[src/verilog/sdmac_pkg.sv]
// SCSI DMA controller package with register offsets, bus widths, enums and packed structs
`default_nettype none

package sdmac_pkg;

  // Bus widths
  localparam int addr_w = 8;
  localparam int data_w = 32;

  // Register offsets
  localparam logic [addr_w-1:0] off_dawr    = 8'h00;
  localparam logic [addr_w-1:0] off_wtc     = 8'h04;
  localparam logic [addr_w-1:0] off_cntr    = 8'h08;
  localparam logic [addr_w-1:0] off_acr     = 8'h0C;
  localparam logic [addr_w-1:0] off_istr    = 8'h1C;

  // Action offsets, any access here fires the action
  localparam logic [addr_w-1:0] off_st_dma  = 8'h10;
  localparam logic [addr_w-1:0] off_flush   = 8'h14;
  localparam logic [addr_w-1:0] off_cint    = 8'h18;
  localparam logic [addr_w-1:0] off_sp_dma  = 8'h3C;

  // First offset handed to the SCSI chip
  localparam logic [addr_w-1:0] off_wd_base = 8'h40;

  // Register addressed by one access
  typedef enum logic [2:0] {
    sel_none,
    sel_dawr,
    sel_wtc,
    sel_cntr,
    sel_acr,
    sel_istr
  } reg_sel_e;

  // Action opcode of one access
  typedef enum logic [2:0] {
    act_none,
    act_start,
    act_flush,
    act_clr_int,
    act_stop
  } action_e;

  // DMA controller states
  typedef enum logic [1:0] {
    st_idle,
    st_run,
    st_done
  } dma_state_e;

  // One CPU access, rw high means read as on the 68000
  typedef struct packed {
    logic              strobe;
    logic              rw;
    logic [addr_w-1:0] addr;
    logic [data_w-1:0] wdata;
  } bus_req_t;

  // Decode result
  typedef struct packed {
    reg_sel_e          sel;
    action_e           act;
    logic              wr;
    logic              rd;
    logic              wd_req;
    logic [data_w-1:0] wdata;
  } dec_t;

  // Control register, dmadir set means SCSI to memory
  typedef struct packed {
    logic       dmadir;
    logic       intena;
    logic [5:0] reserved;
  } cntr_t;

  // Interrupt status register
  typedef struct packed {
    logic       int_p;
    logic       dma_run;
    logic       tc;
    logic       fe_flg;
    logic [3:0] reserved;
  } istr_t;

endpackage

`default_nettype wire

[src/verilog/sdmac_addr_decoder.sv]
// SDMAC address decoder turning a CPU access into a register select, an action or a SCSI chip select
`timescale 1ns/100ps
`default_nettype none

module sdmac_addr_decoder
  import sdmac_pkg::*;
(
  input  bus_req_t req,
  output dec_t     dec,
  output logic     wd_cs
);

  logic     valid;
  logic     wd_hit;
  reg_sel_e sel;
  action_e  act;

  // Access only counts while the strobe is up
  assign valid  = req.strobe;

  // Upper window belongs to the SCSI chip
  assign wd_hit = valid && (req.addr >= off_wd_base);

  always_comb begin
    sel = sel_none;
    act = act_none;
    if (valid && !wd_hit) begin
      case (req.addr)
        // Registers
        off_dawr:   sel = sel_dawr;
        off_wtc:    sel = sel_wtc;
        off_cntr:   sel = sel_cntr;
        off_acr:    sel = sel_acr;
        off_istr:   sel = sel_istr;
        // Actions fire on read or write alike
        off_st_dma: act = act_start;
        off_flush:  act = act_flush;
        off_cint:   act = act_clr_int;
        off_sp_dma: act = act_stop;
        default:    ;
      endcase
    end
  end

  always_comb begin
    dec.sel    = sel;
    dec.act    = act;
    // Writes only land on a selected register
    dec.wr     = valid && !req.rw && (sel != sel_none);
    // Any read below the SCSI window completes, unused offsets return 0
    dec.rd     = valid && req.rw && !wd_hit;
    dec.wd_req = wd_hit;
    dec.wdata  = req.wdata;
  end

  // Chip select for the SCSI chip in the strobe cycle
  assign wd_cs = wd_hit;

  // One offset is either a register or an action
  always_comb begin
    assert final (!((sel != sel_none) && (act != act_none)))
      else $error("register select and action decoded together");
  end

endmodule

`default_nettype wire

[src/verilog/sdmac_regs.sv]
// SDMAC configuration registers with CPU write logic and registered read data
`timescale 1ns/100ps
`default_nettype none

module sdmac_regs
  import sdmac_pkg::*;
(
  input  logic              clk,
  input  logic              rst_n,
  input  dec_t              dec,
  input  istr_t             status,
  input  logic [data_w-1:0] cur_addr,
  input  logic [data_w-1:0] cur_count,
  input  logic              started,
  output cntr_t             cfg_cntr,
  output logic [data_w-1:0] cfg_acr,
  output logic [data_w-1:0] cfg_wtc,
  output logic [data_w-1:0] rdata,
  output logic              rd_valid
);

  cntr_t             cntr_q;
  logic [1:0]        dawr_q;
  logic [data_w-1:0] acr_q;
  logic [data_w-1:0] wtc_q;
  logic [data_w-1:0] rd_mux;

  // Configuration writes take effect at the strobe edge
  always_ff @(posedge clk) begin
    if (!rst_n) begin
      cntr_q <= '0;
      dawr_q <= '0;
      acr_q  <= '0;
      wtc_q  <= '0;
    end else if (dec.wr) begin
      case (dec.sel)
        sel_cntr: cntr_q <= cntr_t'(dec.wdata[7:0]);
        // SCSI side width flag
        sel_dawr: dawr_q <= dec.wdata[1:0];
        sel_acr:  acr_q  <= dec.wdata;
        sel_wtc:  wtc_q  <= dec.wdata;
        // ISTR is read only
        default:  ;
      endcase
    end
  end

  // Read source selection
  always_comb begin
    case (dec.sel)
      sel_dawr: rd_mux = {{(data_w-2){1'b0}}, dawr_q};
      sel_cntr: rd_mux = {{(data_w-8){1'b0}}, cntr_q};
      // Working values replace the configured ones once a start was seen
      sel_acr:  rd_mux = started ? cur_addr : acr_q;
      sel_wtc:  rd_mux = started ? cur_count : wtc_q;
      // Status read has no side effects
      sel_istr: rd_mux = {{(data_w-8){1'b0}}, status};
      default:  rd_mux = '0;
    endcase
  end

  // Read data lands one cycle after the strobe
  always_ff @(posedge clk) begin
    if (dec.rd) begin
      rdata <= rd_mux;
    end
  end

  always_ff @(posedge clk) begin
    if (!rst_n) begin
      rd_valid <= 1'b0;
    end else begin
      rd_valid <= dec.rd;
    end
  end

  // Configuration seen by the DMA controller
  assign cfg_cntr = cntr_q;
  assign cfg_acr  = acr_q;
  assign cfg_wtc  = wtc_q;

  // No read data follows a write access
  assert property (@(posedge clk) disable iff (!rst_n)
    dec.wr |=> !rd_valid)
    else $error("rd_valid after a write");

  // SCSI window accesses never touch our registers
  assert property (@(posedge clk) disable iff (!rst_n)
    dec.wd_req |=> ($stable(cntr_q) && $stable(dawr_q) && $stable(acr_q) && $stable(wtc_q)))
    else $error("register changed on a SCSI chip access");

endmodule

`default_nettype wire

[src/verilog/sdmac_dma_ctrl.sv]
// SDMAC DMA controller with working address and count, interrupt status and flush pulse
`timescale 1ns/100ps
`default_nettype none

module sdmac_dma_ctrl
  import sdmac_pkg::*;
(
  input  logic              clk,
  input  logic              rst_n,
  input  action_e           act,
  input  cntr_t             cfg_cntr,
  input  logic [data_w-1:0] cfg_acr,
  input  logic [data_w-1:0] cfg_wtc,
  input  logic              scsi_dreq,
  output istr_t             status,
  output logic [data_w-1:0] cur_addr,
  output logic [data_w-1:0] cur_count,
  output logic              started,
  output logic              dma_ack,
  output logic              irq,
  output logic              flush
);

  dma_state_e state;
  logic       int_p;
  logic       tc;
  logic       fe_flg;
  logic       dreq_take;
  logic       last_word;

  // Start and stop win over a data request in the same cycle
  assign dreq_take = (state == st_run) && scsi_dreq &&
                     (act != act_start) && (act != act_stop);

  // Request that brings the count to zero
  assign last_word = dreq_take && (cur_count == 32'd1);

  // Working address and count
  always_ff @(posedge clk) begin
    if (act == act_start) begin
      cur_addr  <= cfg_acr;
      cur_count <= cfg_wtc;
    end else if (dreq_take) begin
      // One 32-bit word per request
      cur_addr  <= cur_addr + 32'd4;
      cur_count <= cur_count - 32'd1;
    end
  end

  always_ff @(posedge clk) begin
    if (!rst_n) begin
      state   <= st_idle;
      started <= 1'b0;
      int_p   <= 1'b0;
      tc      <= 1'b0;
      fe_flg  <= 1'b0;
      dma_ack <= 1'b0;
      flush   <= 1'b0;
    end else begin
      // Ack follows the accepted request by one cycle
      dma_ack <= dreq_take;
      // Flush only honoured in the SCSI to memory direction
      flush   <= (act == act_flush) && cfg_cntr.dmadir;
      case (act)
        act_start: begin
          started <= 1'b1;
          if (cfg_wtc == '0) begin
            // Nothing to move, terminal count at once
            state <= st_done;
            tc    <= 1'b1;
            int_p <= 1'b1;
          end else begin
            state <= st_run;
          end
        end
        act_stop:    state <= st_idle;
        act_flush: begin
          if (cfg_cntr.dmadir) begin
            fe_flg <= 1'b1;
          end
        end
        act_clr_int: begin
          int_p  <= 1'b0;
          tc     <= 1'b0;
          fe_flg <= 1'b0;
        end
        default:     ;
      endcase
      // Terminal count beats a clear in the same cycle
      if (last_word) begin
        state <= st_done;
        tc    <= 1'b1;
        int_p <= 1'b1;
      end
    end
  end

  // Interrupt line is a level gated by the enable bit
  assign irq = int_p && cfg_cntr.intena;

  always_comb begin
    status          = '0;
    status.int_p    = int_p;
    status.dma_run  = (state == st_run);
    status.tc       = tc;
    status.fe_flg   = fe_flg;
  end

  // Count never wraps below zero
  assert property (@(posedge clk) disable iff (!rst_n)
    dreq_take |=> (($past(cur_count) != '0) && (cur_count == $past(cur_count) - 32'd1)))
    else $error("word count decremented at zero");

  // Flush pulse needs the direction bit the cycle before
  assert property (@(posedge clk) disable iff (!rst_n)
    flush |-> $past(cfg_cntr.dmadir))
    else $error("flush without dmadir");

endmodule

`default_nettype wire

[src/verilog/sdmac_top.sv]
// SDMAC top level joining the address decoder, register block and DMA controller
`timescale 1ns/100ps
`default_nettype none

module sdmac_top
  import sdmac_pkg::*;
(
  input  logic              clk,
  input  logic              rst_n,
  input  bus_req_t          bus_req,
  input  logic              scsi_dreq,
  output logic [data_w-1:0] rdata,
  output logic              rd_valid,
  output logic              wd_cs,
  output logic [data_w-1:0] dma_addr,
  output logic              dma_ack,
  output logic              irq,
  output logic              flush
);

  dec_t              dec;
  cntr_t             cfg_cntr;
  logic [data_w-1:0] cfg_acr;
  logic [data_w-1:0] cfg_wtc;
  istr_t             status;
  logic [data_w-1:0] cur_count;
  logic              started;

  // Combinational decode of the CPU access
  sdmac_addr_decoder dec_i (
    .req   (bus_req),
    .dec   (dec),
    .wd_cs (wd_cs)
  );

  // Configuration and read back
  sdmac_regs regs_i (
    .clk       (clk),
    .rst_n     (rst_n),
    .dec       (dec),
    .status    (status),
    .cur_addr  (dma_addr),
    .cur_count (cur_count),
    .started   (started),
    .cfg_cntr  (cfg_cntr),
    .cfg_acr   (cfg_acr),
    .cfg_wtc   (cfg_wtc),
    .rdata     (rdata),
    .rd_valid  (rd_valid)
  );

  // Working address doubles as the DMA address output
  sdmac_dma_ctrl dma_i (
    .clk       (clk),
    .rst_n     (rst_n),
    .act       (dec.act),
    .cfg_cntr  (cfg_cntr),
    .cfg_acr   (cfg_acr),
    .cfg_wtc   (cfg_wtc),
    .scsi_dreq (scsi_dreq),
    .status    (status),
    .cur_addr  (dma_addr),
    .cur_count (cur_count),
    .started   (started),
    .dma_ack   (dma_ack),
    .irq       (irq),
    .flush     (flush)
  );

endmodule

`default_nettype wire

[config.mk]
export PLATFORM = sky130hd
export DESIGN_NAME = sdmac_top
export DESIGN_NICKNAME = d
export VERILOG_FILES = /design/src/verilog/sdmac_pkg.sv /design/src/verilog/sdmac_addr_decoder.sv /design/src/verilog/sdmac_regs.sv /design/src/verilog/sdmac_dma_ctrl.sv /design/src/verilog/sdmac_top.sv
export SDC_FILE = /design/constraint.sdc
export NUM_CORES = 1
export LEC_CHECK = 0
export ABC_AREA = 1
export BUFFER_PORTS_ARGS = -buffer_cell sky130_fd_sc_hd__buf_2
export CORE_ASPECT_RATIO = 0.8
export CORE_MARGIN = 2
export CORE_UTILIZATION = 45
export CTS_BUF_LIST = sky130_fd_sc_hd__clkbuf_8
export DETAILED_ROUTE_END_ITERATION = 6
export SLEW_MARGIN = 20
export SYNTH_ARGS = -nofsm -noshare
export SYNTH_HDL_FRONTEND = slang
export SYNTH_SLANG_ARGS = --single-unit
[constraint.sdc]
create_clock -name clk -period 8.23 [get_ports clk]
set_input_delay 0.4115 -clock clk [delete_from_list [all_inputs] [get_ports clk]]
set_output_delay 0.4115 -clock clk [all_outputs]
set_load 0.05 [all_outputs]
* Word level (Yosys, flattened, before mapping)
Index checks and enable logic that the tools add are counted.
Word-level totals: flip-flop bits (word level) 178, input bits 45, output and inout port bits 69, logic and storage cells 92
Operators by class: $add $sub $neg 2, magnitude comparators 1, equal/unequal tests 23, muxes and demuxes 19, bitwise gates (word level) 1, reduce and logical (&&, ||, !) cells 29
Operator list (number):
- $mux 32 | 6
- $pmux 32 s5 | 1
- $add 32x3->32 const B | 1
- $eq 32x1->1 const B | 1
- $eq 8x5->1 const B | 4
- $logic_not 32->1 | 1
- $sub 32x1->32 const B | 1
- $eq 8x4->1 const B | 2
- $pmux 3 s5 | 1
- $eq 3x2->1 const B | 4
- $logic_and 1x1->1 | 12
- $pmux 3 s4 | 1
- $reduce_and 2->1 | 6
- $eq 3x3->1 const B | 3
- $reduce_bool 3->1 | 3
- $eq 8x3->1 const B | 1
- $eq 8x6->1 const B | 1
- $ge 8x7->1 const B | 1
- $logic_not 8->1 | 1
- $eq 3x1->1 const B | 2
- $mux 3 | 2
- $reduce_bool 2->1 | 3
- $mux 2 | 2
- $pmux 1 s2 | 2
- 10 further kinds | 13

* Depth between registers and ports, before layout
Gate-level depths: netlist (run 1).
depth in word-level cells 11, depth in mapped cells 12, depth with buffers taken out 11

* By module
From an unflattened synthesis (run 1), not the netlist that was laid out.
Second synthesis, totals: cells, all modules 1557, area, all modules 10560.1 um^2
Modules (own cells, without submodules):
- sdmac_regs | instances 1, cells an instance 788, area each 5206.2 um^2, sequential area each 2462.4 um^2
- sdmac_dma_ctrl | instances 1, cells an instance 686, area each 4838.4 um^2, sequential area each 2062.0 um^2
- sdmac_addr_decoder | instances 1, cells an instance 83, area each 515.5 um^2, sequential area each 0.0 um^2

* Least setup slack after synthesis (run 1)
OpenSTA, ideal clock, no wires.
path kind input port to flip-flop, start input bus_req[33] (netlist name), end register dma_i.cur_addr[10] (enable), library setup time 0.680 ns, arrival 2.519 ns, data required time 7.550 ns, slack 5.031 ns, stages 6, path buffers 2, path through nor2_2 > nand3_1 > nand2_1 > clkbuf_1 > buf_2 > nand2_1
On the way: word-level cells in the longest chain between the ends 9, elaborated cells between the ends (all ways) 16, those cells by class order compare: 1; eq/ne: 7; mux: 2; reduce/logical: 6
RTL lines:
- from (decl) | RTL line sdmac_top.sv:10 | input bus_req_t bus_req,
- $ge 8x7->1 | RTL line sdmac_addr_decoder.sv:22 | assign wd_hit = valid && (req.addr >= off_wd_base);
- $logic_and 1x1->1 | RTL line sdmac_addr_decoder.sv:22
- $logic_not 1->1 | RTL line sdmac_addr_decoder.sv:27 | if (valid && !wd_hit) begin
- $logic_and 1x1->1 | RTL line sdmac_addr_decoder.sv:27
- $mux 3 * | RTL line sdmac_addr_decoder.sv:27
- $ne 3x1->1 | RTL line sdmac_dma_ctrl.sv:33 | (act != act_start) && (act != act_stop);
- $logic_and 1x1->1 | RTL line sdmac_dma_ctrl.sv:32 | assign dreq_take = (state == st_run) && scsi_dreq &&
- $logic_and 1x1->1 | RTL line sdmac_dma_ctrl.sv:33
- $reduce_bool 2->1 (no line) *
- to (signal assigned) | RTL line sdmac_dma_ctrl.sv:41 | cur_addr <= cfg_acr;
- to (signal assigned) | RTL line sdmac_dma_ctrl.sv:45 | cur_addr <= cur_addr + 32'd4;
- to (decl) | RTL line sdmac_dma_ctrl.sv:16 | output logic [data_w-1:0] cur_addr,
Mark *: on every way between the ends. The rest lies on a longest branch, timed or not. A chain may end at the register's enable or synchronous reset.

* Worst setup path in the final report (run 1)
start register dma_i.cur_addr[2], end register dma_i.cur_addr[20], data pin
On the way: word-level cells in the longest chain between the ends 3
RTL lines:
- $add 32x3->32 | RTL line sdmac_dma_ctrl.sv:45
- $mux 32 | RTL line sdmac_dma_ctrl.sv:43 | end else if (dreq_take) begin
- $mux 32 | RTL line sdmac_dma_ctrl.sv:40 | if (act == act_start) begin
Every way passes these cells. The select of a mux whose other input is x is not followed.

==> results of run 1 <==
==> metal layers <==
layer | part of all wire, % | up-vias
met3 | 7.5 | 27
met4 | 1.4 | 0
met5 | 0 | -
met1 | 50 | 4172
li1 | - | 4669
met2 | 41 | 331
==> how the worst min path moves through the flow <==
stage                             startpoint                 end  slack [ps]  depth (start not counted)
final                            bus_req[20]  regs_i.cfg_acr[20]         200                          3
after detailed placement  regs_i.cfg_cntr[5]  regs_i.cfg_cntr[5]         500                          4
after global routing             bus_req[12]  regs_i.cfg_wtc[12]         190                          3
after floorplan                 dma_i.fe_flg        dma_i.fe_flg         440                          2
after CTS                        bus_req[23]  regs_i.cfg_wtc[23]         170                          3
after global placement    regs_i.cfg_cntr[4]  regs_i.cfg_cntr[4]         500                          4
==> area by class of cell <==
class                      instances  area (µm²)  area share [%]
timing repair buffer             123         661            5.95
sequential                       178        4530            40.8
multi-input combinational       1060        4590            41.3
inverter                         150         563            5.07
clock inverter                    14         178            1.60
tap                              275         344            3.10
clock buffer                      18         248            2.23
==> sequential cells by signal (all words and copies together), names as in the netlist <==
register,flops
regs_i.rd_valid,1
dma_i.dma_ack,1
dma_i.fe_flg,1
dma_i.state,2
dma_i.cur_addr,32
dma_i.int_p,1
regs_i.dawr_q,2
dma_i.started,1
dma_i.cur_count,32
dma_i.flush,1
regs_i.cfg_cntr,8
regs_i.cfg_acr,32
regs_i.rdata,32
regs_i.cfg_wtc,32
==> Yosys cell counts, drive strengths merged (17+ instances only) <==
| library cell | count | share of area (%) |
|---|---|---|
| nand2 | 522 | 20 |
| nor2 | 280 | 11 |
| inv | 150 | 5.7 |
| o21ai | 119 | 6.0 |
| edfxtp | 96 | 29 |
| dfxtp | 82 | 17 |
| nand3 | 44 | 2.2 |
| clkbuf | 42 | 1.6 |
| xnor2 | 22 | 2.0 |
| nor3 | 20 | 1.2 |
| xor2 | 17 | 1.5 |
==> worst min-delay path, cell delays in order <==
cell,delay [ps]
buf_2,100
nor2_1,40
nor2_1,80
==> metrics by stage <==
step	total power, mW	instances	util [%]	instance area, µm²
4_1_cts	1.67	1817	51.4	11100
3_3_place_gp	1.01	1785	49.4	10700
6_report	1.66	1818	51.5	11100
3_5_place_dp	1.01	1785	49.4	10700
5_1_grt	1.71	1818	51.5	11100
2_1_floorplan	0.983	1441	-	9860
==> kinds of logic (layout without fill, tap and decap cells) <==
family	Yosys count	in the layout	synth area share, %
buffers and inverters	203	305	7.87
and+or+nand+nor	886	886	35.6
adders and majority gates	3	3	0.381
xor gates and xnor gates	39	39	3.46
AOI/OAI and AO/OA	132	132	6.80
DFF	178	178	45.9
==> where the power goes <==
| part | total (mW) | internal (mW) | switching [mW] |
|---|---|---|---|
| Sequential | 0.933 | 0.931 | 0.00259 |
| Clock | 0.662 | 0.315 | 0.348 |
| Combinational | 0.0619 | 0.0149 | 0.0470 |
==> out/results.ini, run 1 <==
[yosys]
seq_area_frac_synth_pct=45.9
synthCells=1441
avgSynthCellArea_um2=6.84
syn_area_um2=9860
yosys_warnings=0
ys_seq_elements=178
ys_types=28
synth_enable_flop_cells=96
syn_nets=1489
async_flop_share_pct=0
synth_ff_type=edfxtp_1

[cts]
post_cts_buffers=0
clock_sinks=178
ctsLongestPathBuffers=2
clkTransAtPathRegs_ps=100
cts_repair_resize_count=0
htreeDepth=4
clkLatencyLatePin_ps=470
holdBufCountCts=0
cts-root-buf=clkbuf_8
cts_tree=built
cts_buffers=17

[critical_path]
critical_path_class=register to register
start_kind=register
path_depth=8
cpPeakStageDelay_ps=480
path_buf_inv=0
r2r_slack_ps=5840
worstRegToRegCells=8
worst_ep_required_time_ps=8410
critPathMaxFanout=7
critPathCaptureType=register
crit_top_cell=nand3_1
cp-startpoint=dma_i.cur_addr[2]
critPathSlowestCell=edfxtp_1
critPathArrivalTime_ps=2570
cp_cell_sequence=ha_1 > nand3_1 > nor3_1 > nand2_1 > nor2_1 > nand3_1 > nand3_1 > o21ai_0
critPathCapture=dma_i.cur_addr[20]
rr_startpoint=dma_i.cur_addr[2]
r2r-end=dma_i.cur_addr[20]
crit_family=simple AND/OR/NAND/NOR gates

[die]
dieArea_um2=23100
core_um2=21600
dieWidth_um=170
fp-row-count=48
die_h_um=136
ioPinCount=114
start_util_pct=45.7

[outcome]
violations=DRC
run_status=finished, violations left

[grt]
grt-busiest-layer=met1
antenna_found_initial=0
grt.total_usage_pct=26.4
grt_use_met3_pct=4.89
grt_pass1_wl_um=46200
globalRouteMet1Util_pct=41.6
gr-usage-met2_pct=37.3
grt_pass1_vias=8114
gr-total-overflow=0
grt_max_degree=79

[timing]
rsz0062_at_grt=false
relSlewSlack_pct=39.6
finalClockSkew_ps=19.8
fin_crit_ps=2390
finalSetupViolations=0
worst_pin_slew_ps=906
period_share_pct=29.1
final_max_slew_viol_count=0
setup_tns_ps=0
hold_slack_ps=203
hold_viol_final=0
setup_slack_ps=5840
fmax_ghz=0.418

[placement]
dpl.hpwl_um=21600
io_buffers=113
gp_congestion=0.903
dp_slack_ps=5400

[cells_and_area]
final_common_cell=nand2_1
nFillCells=2179
nets=1578
syn2layout_area_growth_pct=12.6
drive_gt1_share_pct=11.4
num_antenna_cells=0
final_cell_mix=nand2_1, nor2_1, inv_1, buf_2, o21ai_0

[drt]
wirelength_um=30100
drc=1
drt_iter0_drc=795
vias_per_cell=5.06
vias=9199
firstDrtPassIters=7
antenna_left=0
wl_per_cell_um=16.6

[flow_run]
maxCapViolations=0

[power]
p_leak_nw=5.15
p_per_area_nw_per_um2=149
peakVddDrop_mv=0.0960

[worst_hold_path]
min-delay-path-class=input port to register

No activity file was read; power rests on OpenSTA's default activity.
==> run 2: changes to the inputs <==
--- a/config.mk
+++ b/config.mk
@@ -5,7 +5,7 @@
 export SDC_FILE = /design/constraint.sdc
 export NUM_CORES = 1
 export LEC_CHECK = 0
-export ABC_AREA = 1
+export ABC_AREA = 0
 export BUFFER_PORTS_ARGS = -buffer_cell sky130_fd_sc_hd__buf_2
 export CORE_ASPECT_RATIO = 0.8
 export CORE_MARGIN = 2
==> constraint.sdc (replaced) <==
create_clock -name clk -period 2.47 [get_ports clk]
set_input_delay 0.1235 -clock clk [delete_from_list [all_inputs] [get_ports clk]]
set_output_delay 0.1235 -clock clk [all_outputs]
set_load 0.05 [all_outputs]
==> run 2 against run 1 <==
The flow finishes with violations (setup timing). Non-clock buffer count is 68 higher. Power grew to 3.3 times the previous value. Register-to-register slack worse by 5900 ps. Sequential power grew to 3.3 times the previous value. Clock-buffer cell count is 2 higher. Routed wire length is 14% lower.
==> out/results.ini, run 2 <==
[cts]
ctsLongestPathBuffers=2
clock_sinks=178
clkTransAtPathRegs_ps=100
htreeDepth=4
cts_buffers=17
cts_tree=built
cts-root-buf=clkbuf_8
clkLatencyLatePin_ps=470

[critical_path]
critPathCaptureType=register
crit_family=simple AND/OR/NAND/NOR gates
start_kind=register
critPathSlowestCell=or4b_4
cpPeakStageDelay_ps=650
critPathArrivalTime_ps=2720
path_buf_inv=0
critPathMaxFanout=13
critical_path_class=register to register
cp_cell_sequence=or4_1 > or4b_4 > nor4_2 > xnor2_1 > o21ai_1
worst_ep_required_time_ps=2680

[die]
dieWidth_um=162
fp-row-count=46
dieArea_um2=21100
die_h_um=130
start_util_pct=45.6
core_um2=19700
ioPinCount=114

[drt]
firstDrtPassIters=5
vias=7654
wirelength_um=25800
antenna_left=0
drc=0
vias_per_cell=5.62
top_layer=met4
routed-wl-met3_um=1790
drt-met1-wl_um=13200
drt_iter0_drc=837
wl_met2_um=10600
wl_per_cell_um=18.9

[timing]
setup_tns_ps=-70.7
final_max_slew_viol_count=0
relSlewSlack_pct=48.5
finalClockSkew_ps=15.1
fin_crit_ps=2520
fmax_ghz=0.398
rsz0062_at_grt=true
setup_slack_ps=-45.7
finalSetupViolations=3
hold_viol_final=0
period_share_pct=102
worst_pin_slew_ps=770

[yosys]
yosysTopAreaCell=edfxtp_1
ys_types=54
yosys_warnings=0
ys_seq_elements=178
synth_ff_type=edfxtp_1
synth_commonest_cells=nand2_1, o21ai_0, edfxtp_1
syn_area_um2=8970
synth_enable_flop_cells=96
synthCells=940
synthTopCellsByArea=edfxtp_1, dfxtp_1, mux2i_1
avgSynthCellArea_um2=9.54
synth_most_common_cell=nand2_1
synth_top_area_share_pct=32.1
seq_area_frac_synth_pct=50.4
async_flop_share_pct=0
syn_nets=988

[power]
peakVddDrop_mv=0.309
power_mw=5.47
p_leak_nw=3.67
p_per_area_nw_per_um2=504

[placement]
placed_cell_area_um2=10000
placed_cells=1294
io_buffers=113
dp_slack_ps=-45.1
gp_congestion=0.874
dpl.hpwl_um=17900

[grt]
antenna_found_initial=0
grt.total_usage_pct=24.8
grt_max_degree=86
grt_pass1_vias=6813
gr-total-overflow=0
grt_pass1_wl_um=40000

[cells_and_area]
nets=1133
drive_gt1_share_pct=19.9
nFillCells=1839
final_common_cell=nand2_1
final_cells=1362
post-route-cell-area_um2=10900
syn2layout_area_growth_pct=21.0
final_cell_mix=nand2_1, buf_2, o21ai_0, edfxtp_1, nand3_1
num_antenna_cells=0
multiInputGateArea_um2=4230
register_area_um2=4530

[flow_run]
maxCapViolations=0

[outcome]
run_status=finished, violations left
violations=setup timing

[worst_hold_path]
min-delay-path-class=input port to register

## run 2: layout make-up
type,instances,share of cell area (%)
timing repair buffer,191,12.2
tap,264,3.04
multi-input combinational,691,38.9
inverter,6,0.207
clock inverter,12,1.33
clock buffer,20,2.54
sequential,178,41.7
## run 2: repair_timing
action,in CTS,in global routing
hold endpoints to repair,76,0
hold buffers,34,0
pin swaps,0,0
setup buffers,1,0
gates resized for setup,2,5
endpoints found under the setup margin,5,11
## run 2: power breakdown
group	internal (mW)	switching (mW)	leakage [nW]
logic	0.0946	0.150	1.91
registers	3.09	0.00365	1.55
clock network	1.01	1.12	0.214
total	4.19	1.28	3.67
## run 2: worst paths after layout
kind	to	from	cells past startpoint	slack, ps
worst max-delay path	dma_i.cur_count[27]	dma_i.cur_count[13]	5	-50
worst min-delay path	regs_i.cfg_cntr[3]	rst_n	3	90
worst max register to register	dma_i.cur_count[27]	dma_i.cur_count[13]	5	-50
worst min register to register	regs_i.cfg_cntr[3]	regs_i.cfg_cntr[3]	2	460
## run 2: routing by layer
| metal | global-route usage, % | vias to the layer above |
|---|---|---|
| li1 | - | 3699 |
| met1 | 39.7 | 3658 |
| met2 | 33.9 | 276 |
| met3 | 5.56 | 21 |
| met4 | 5.00 | 0 |
| met5 | 0 | - |
## run 2: worst min-delay path, cell delays in order
cell     delay (ps)
buf_4           230
nand2_1         110
mux2i_1          50
## run 2: kinds of logic (layout without fill, tap and decap cells)
kind of cell / Yosys count / count (layout) / synth area share (%)
DFF: 178 / 178 / 50.4
xor gates and xnor gates: 55 / 55 / 5.37
adders and majority gates: 3 / 3 / 0.419
and+or+nand+nor: 373 / 373 / 20.7
buffers and inverters: 71 / 229 / 3.25
AOI/OAI and AO/OA: 186 / 186 / 11.5
muxes: 74 / 74 / 8.26
## run 2: through the flow
stage	util, %	hold slack, ps
CTS	54.9	72.8
floorplan	-	254
finish	55.2	90.5
global route	55.2	71.4
global placement	51.0	360
detailed placement	51.0	364
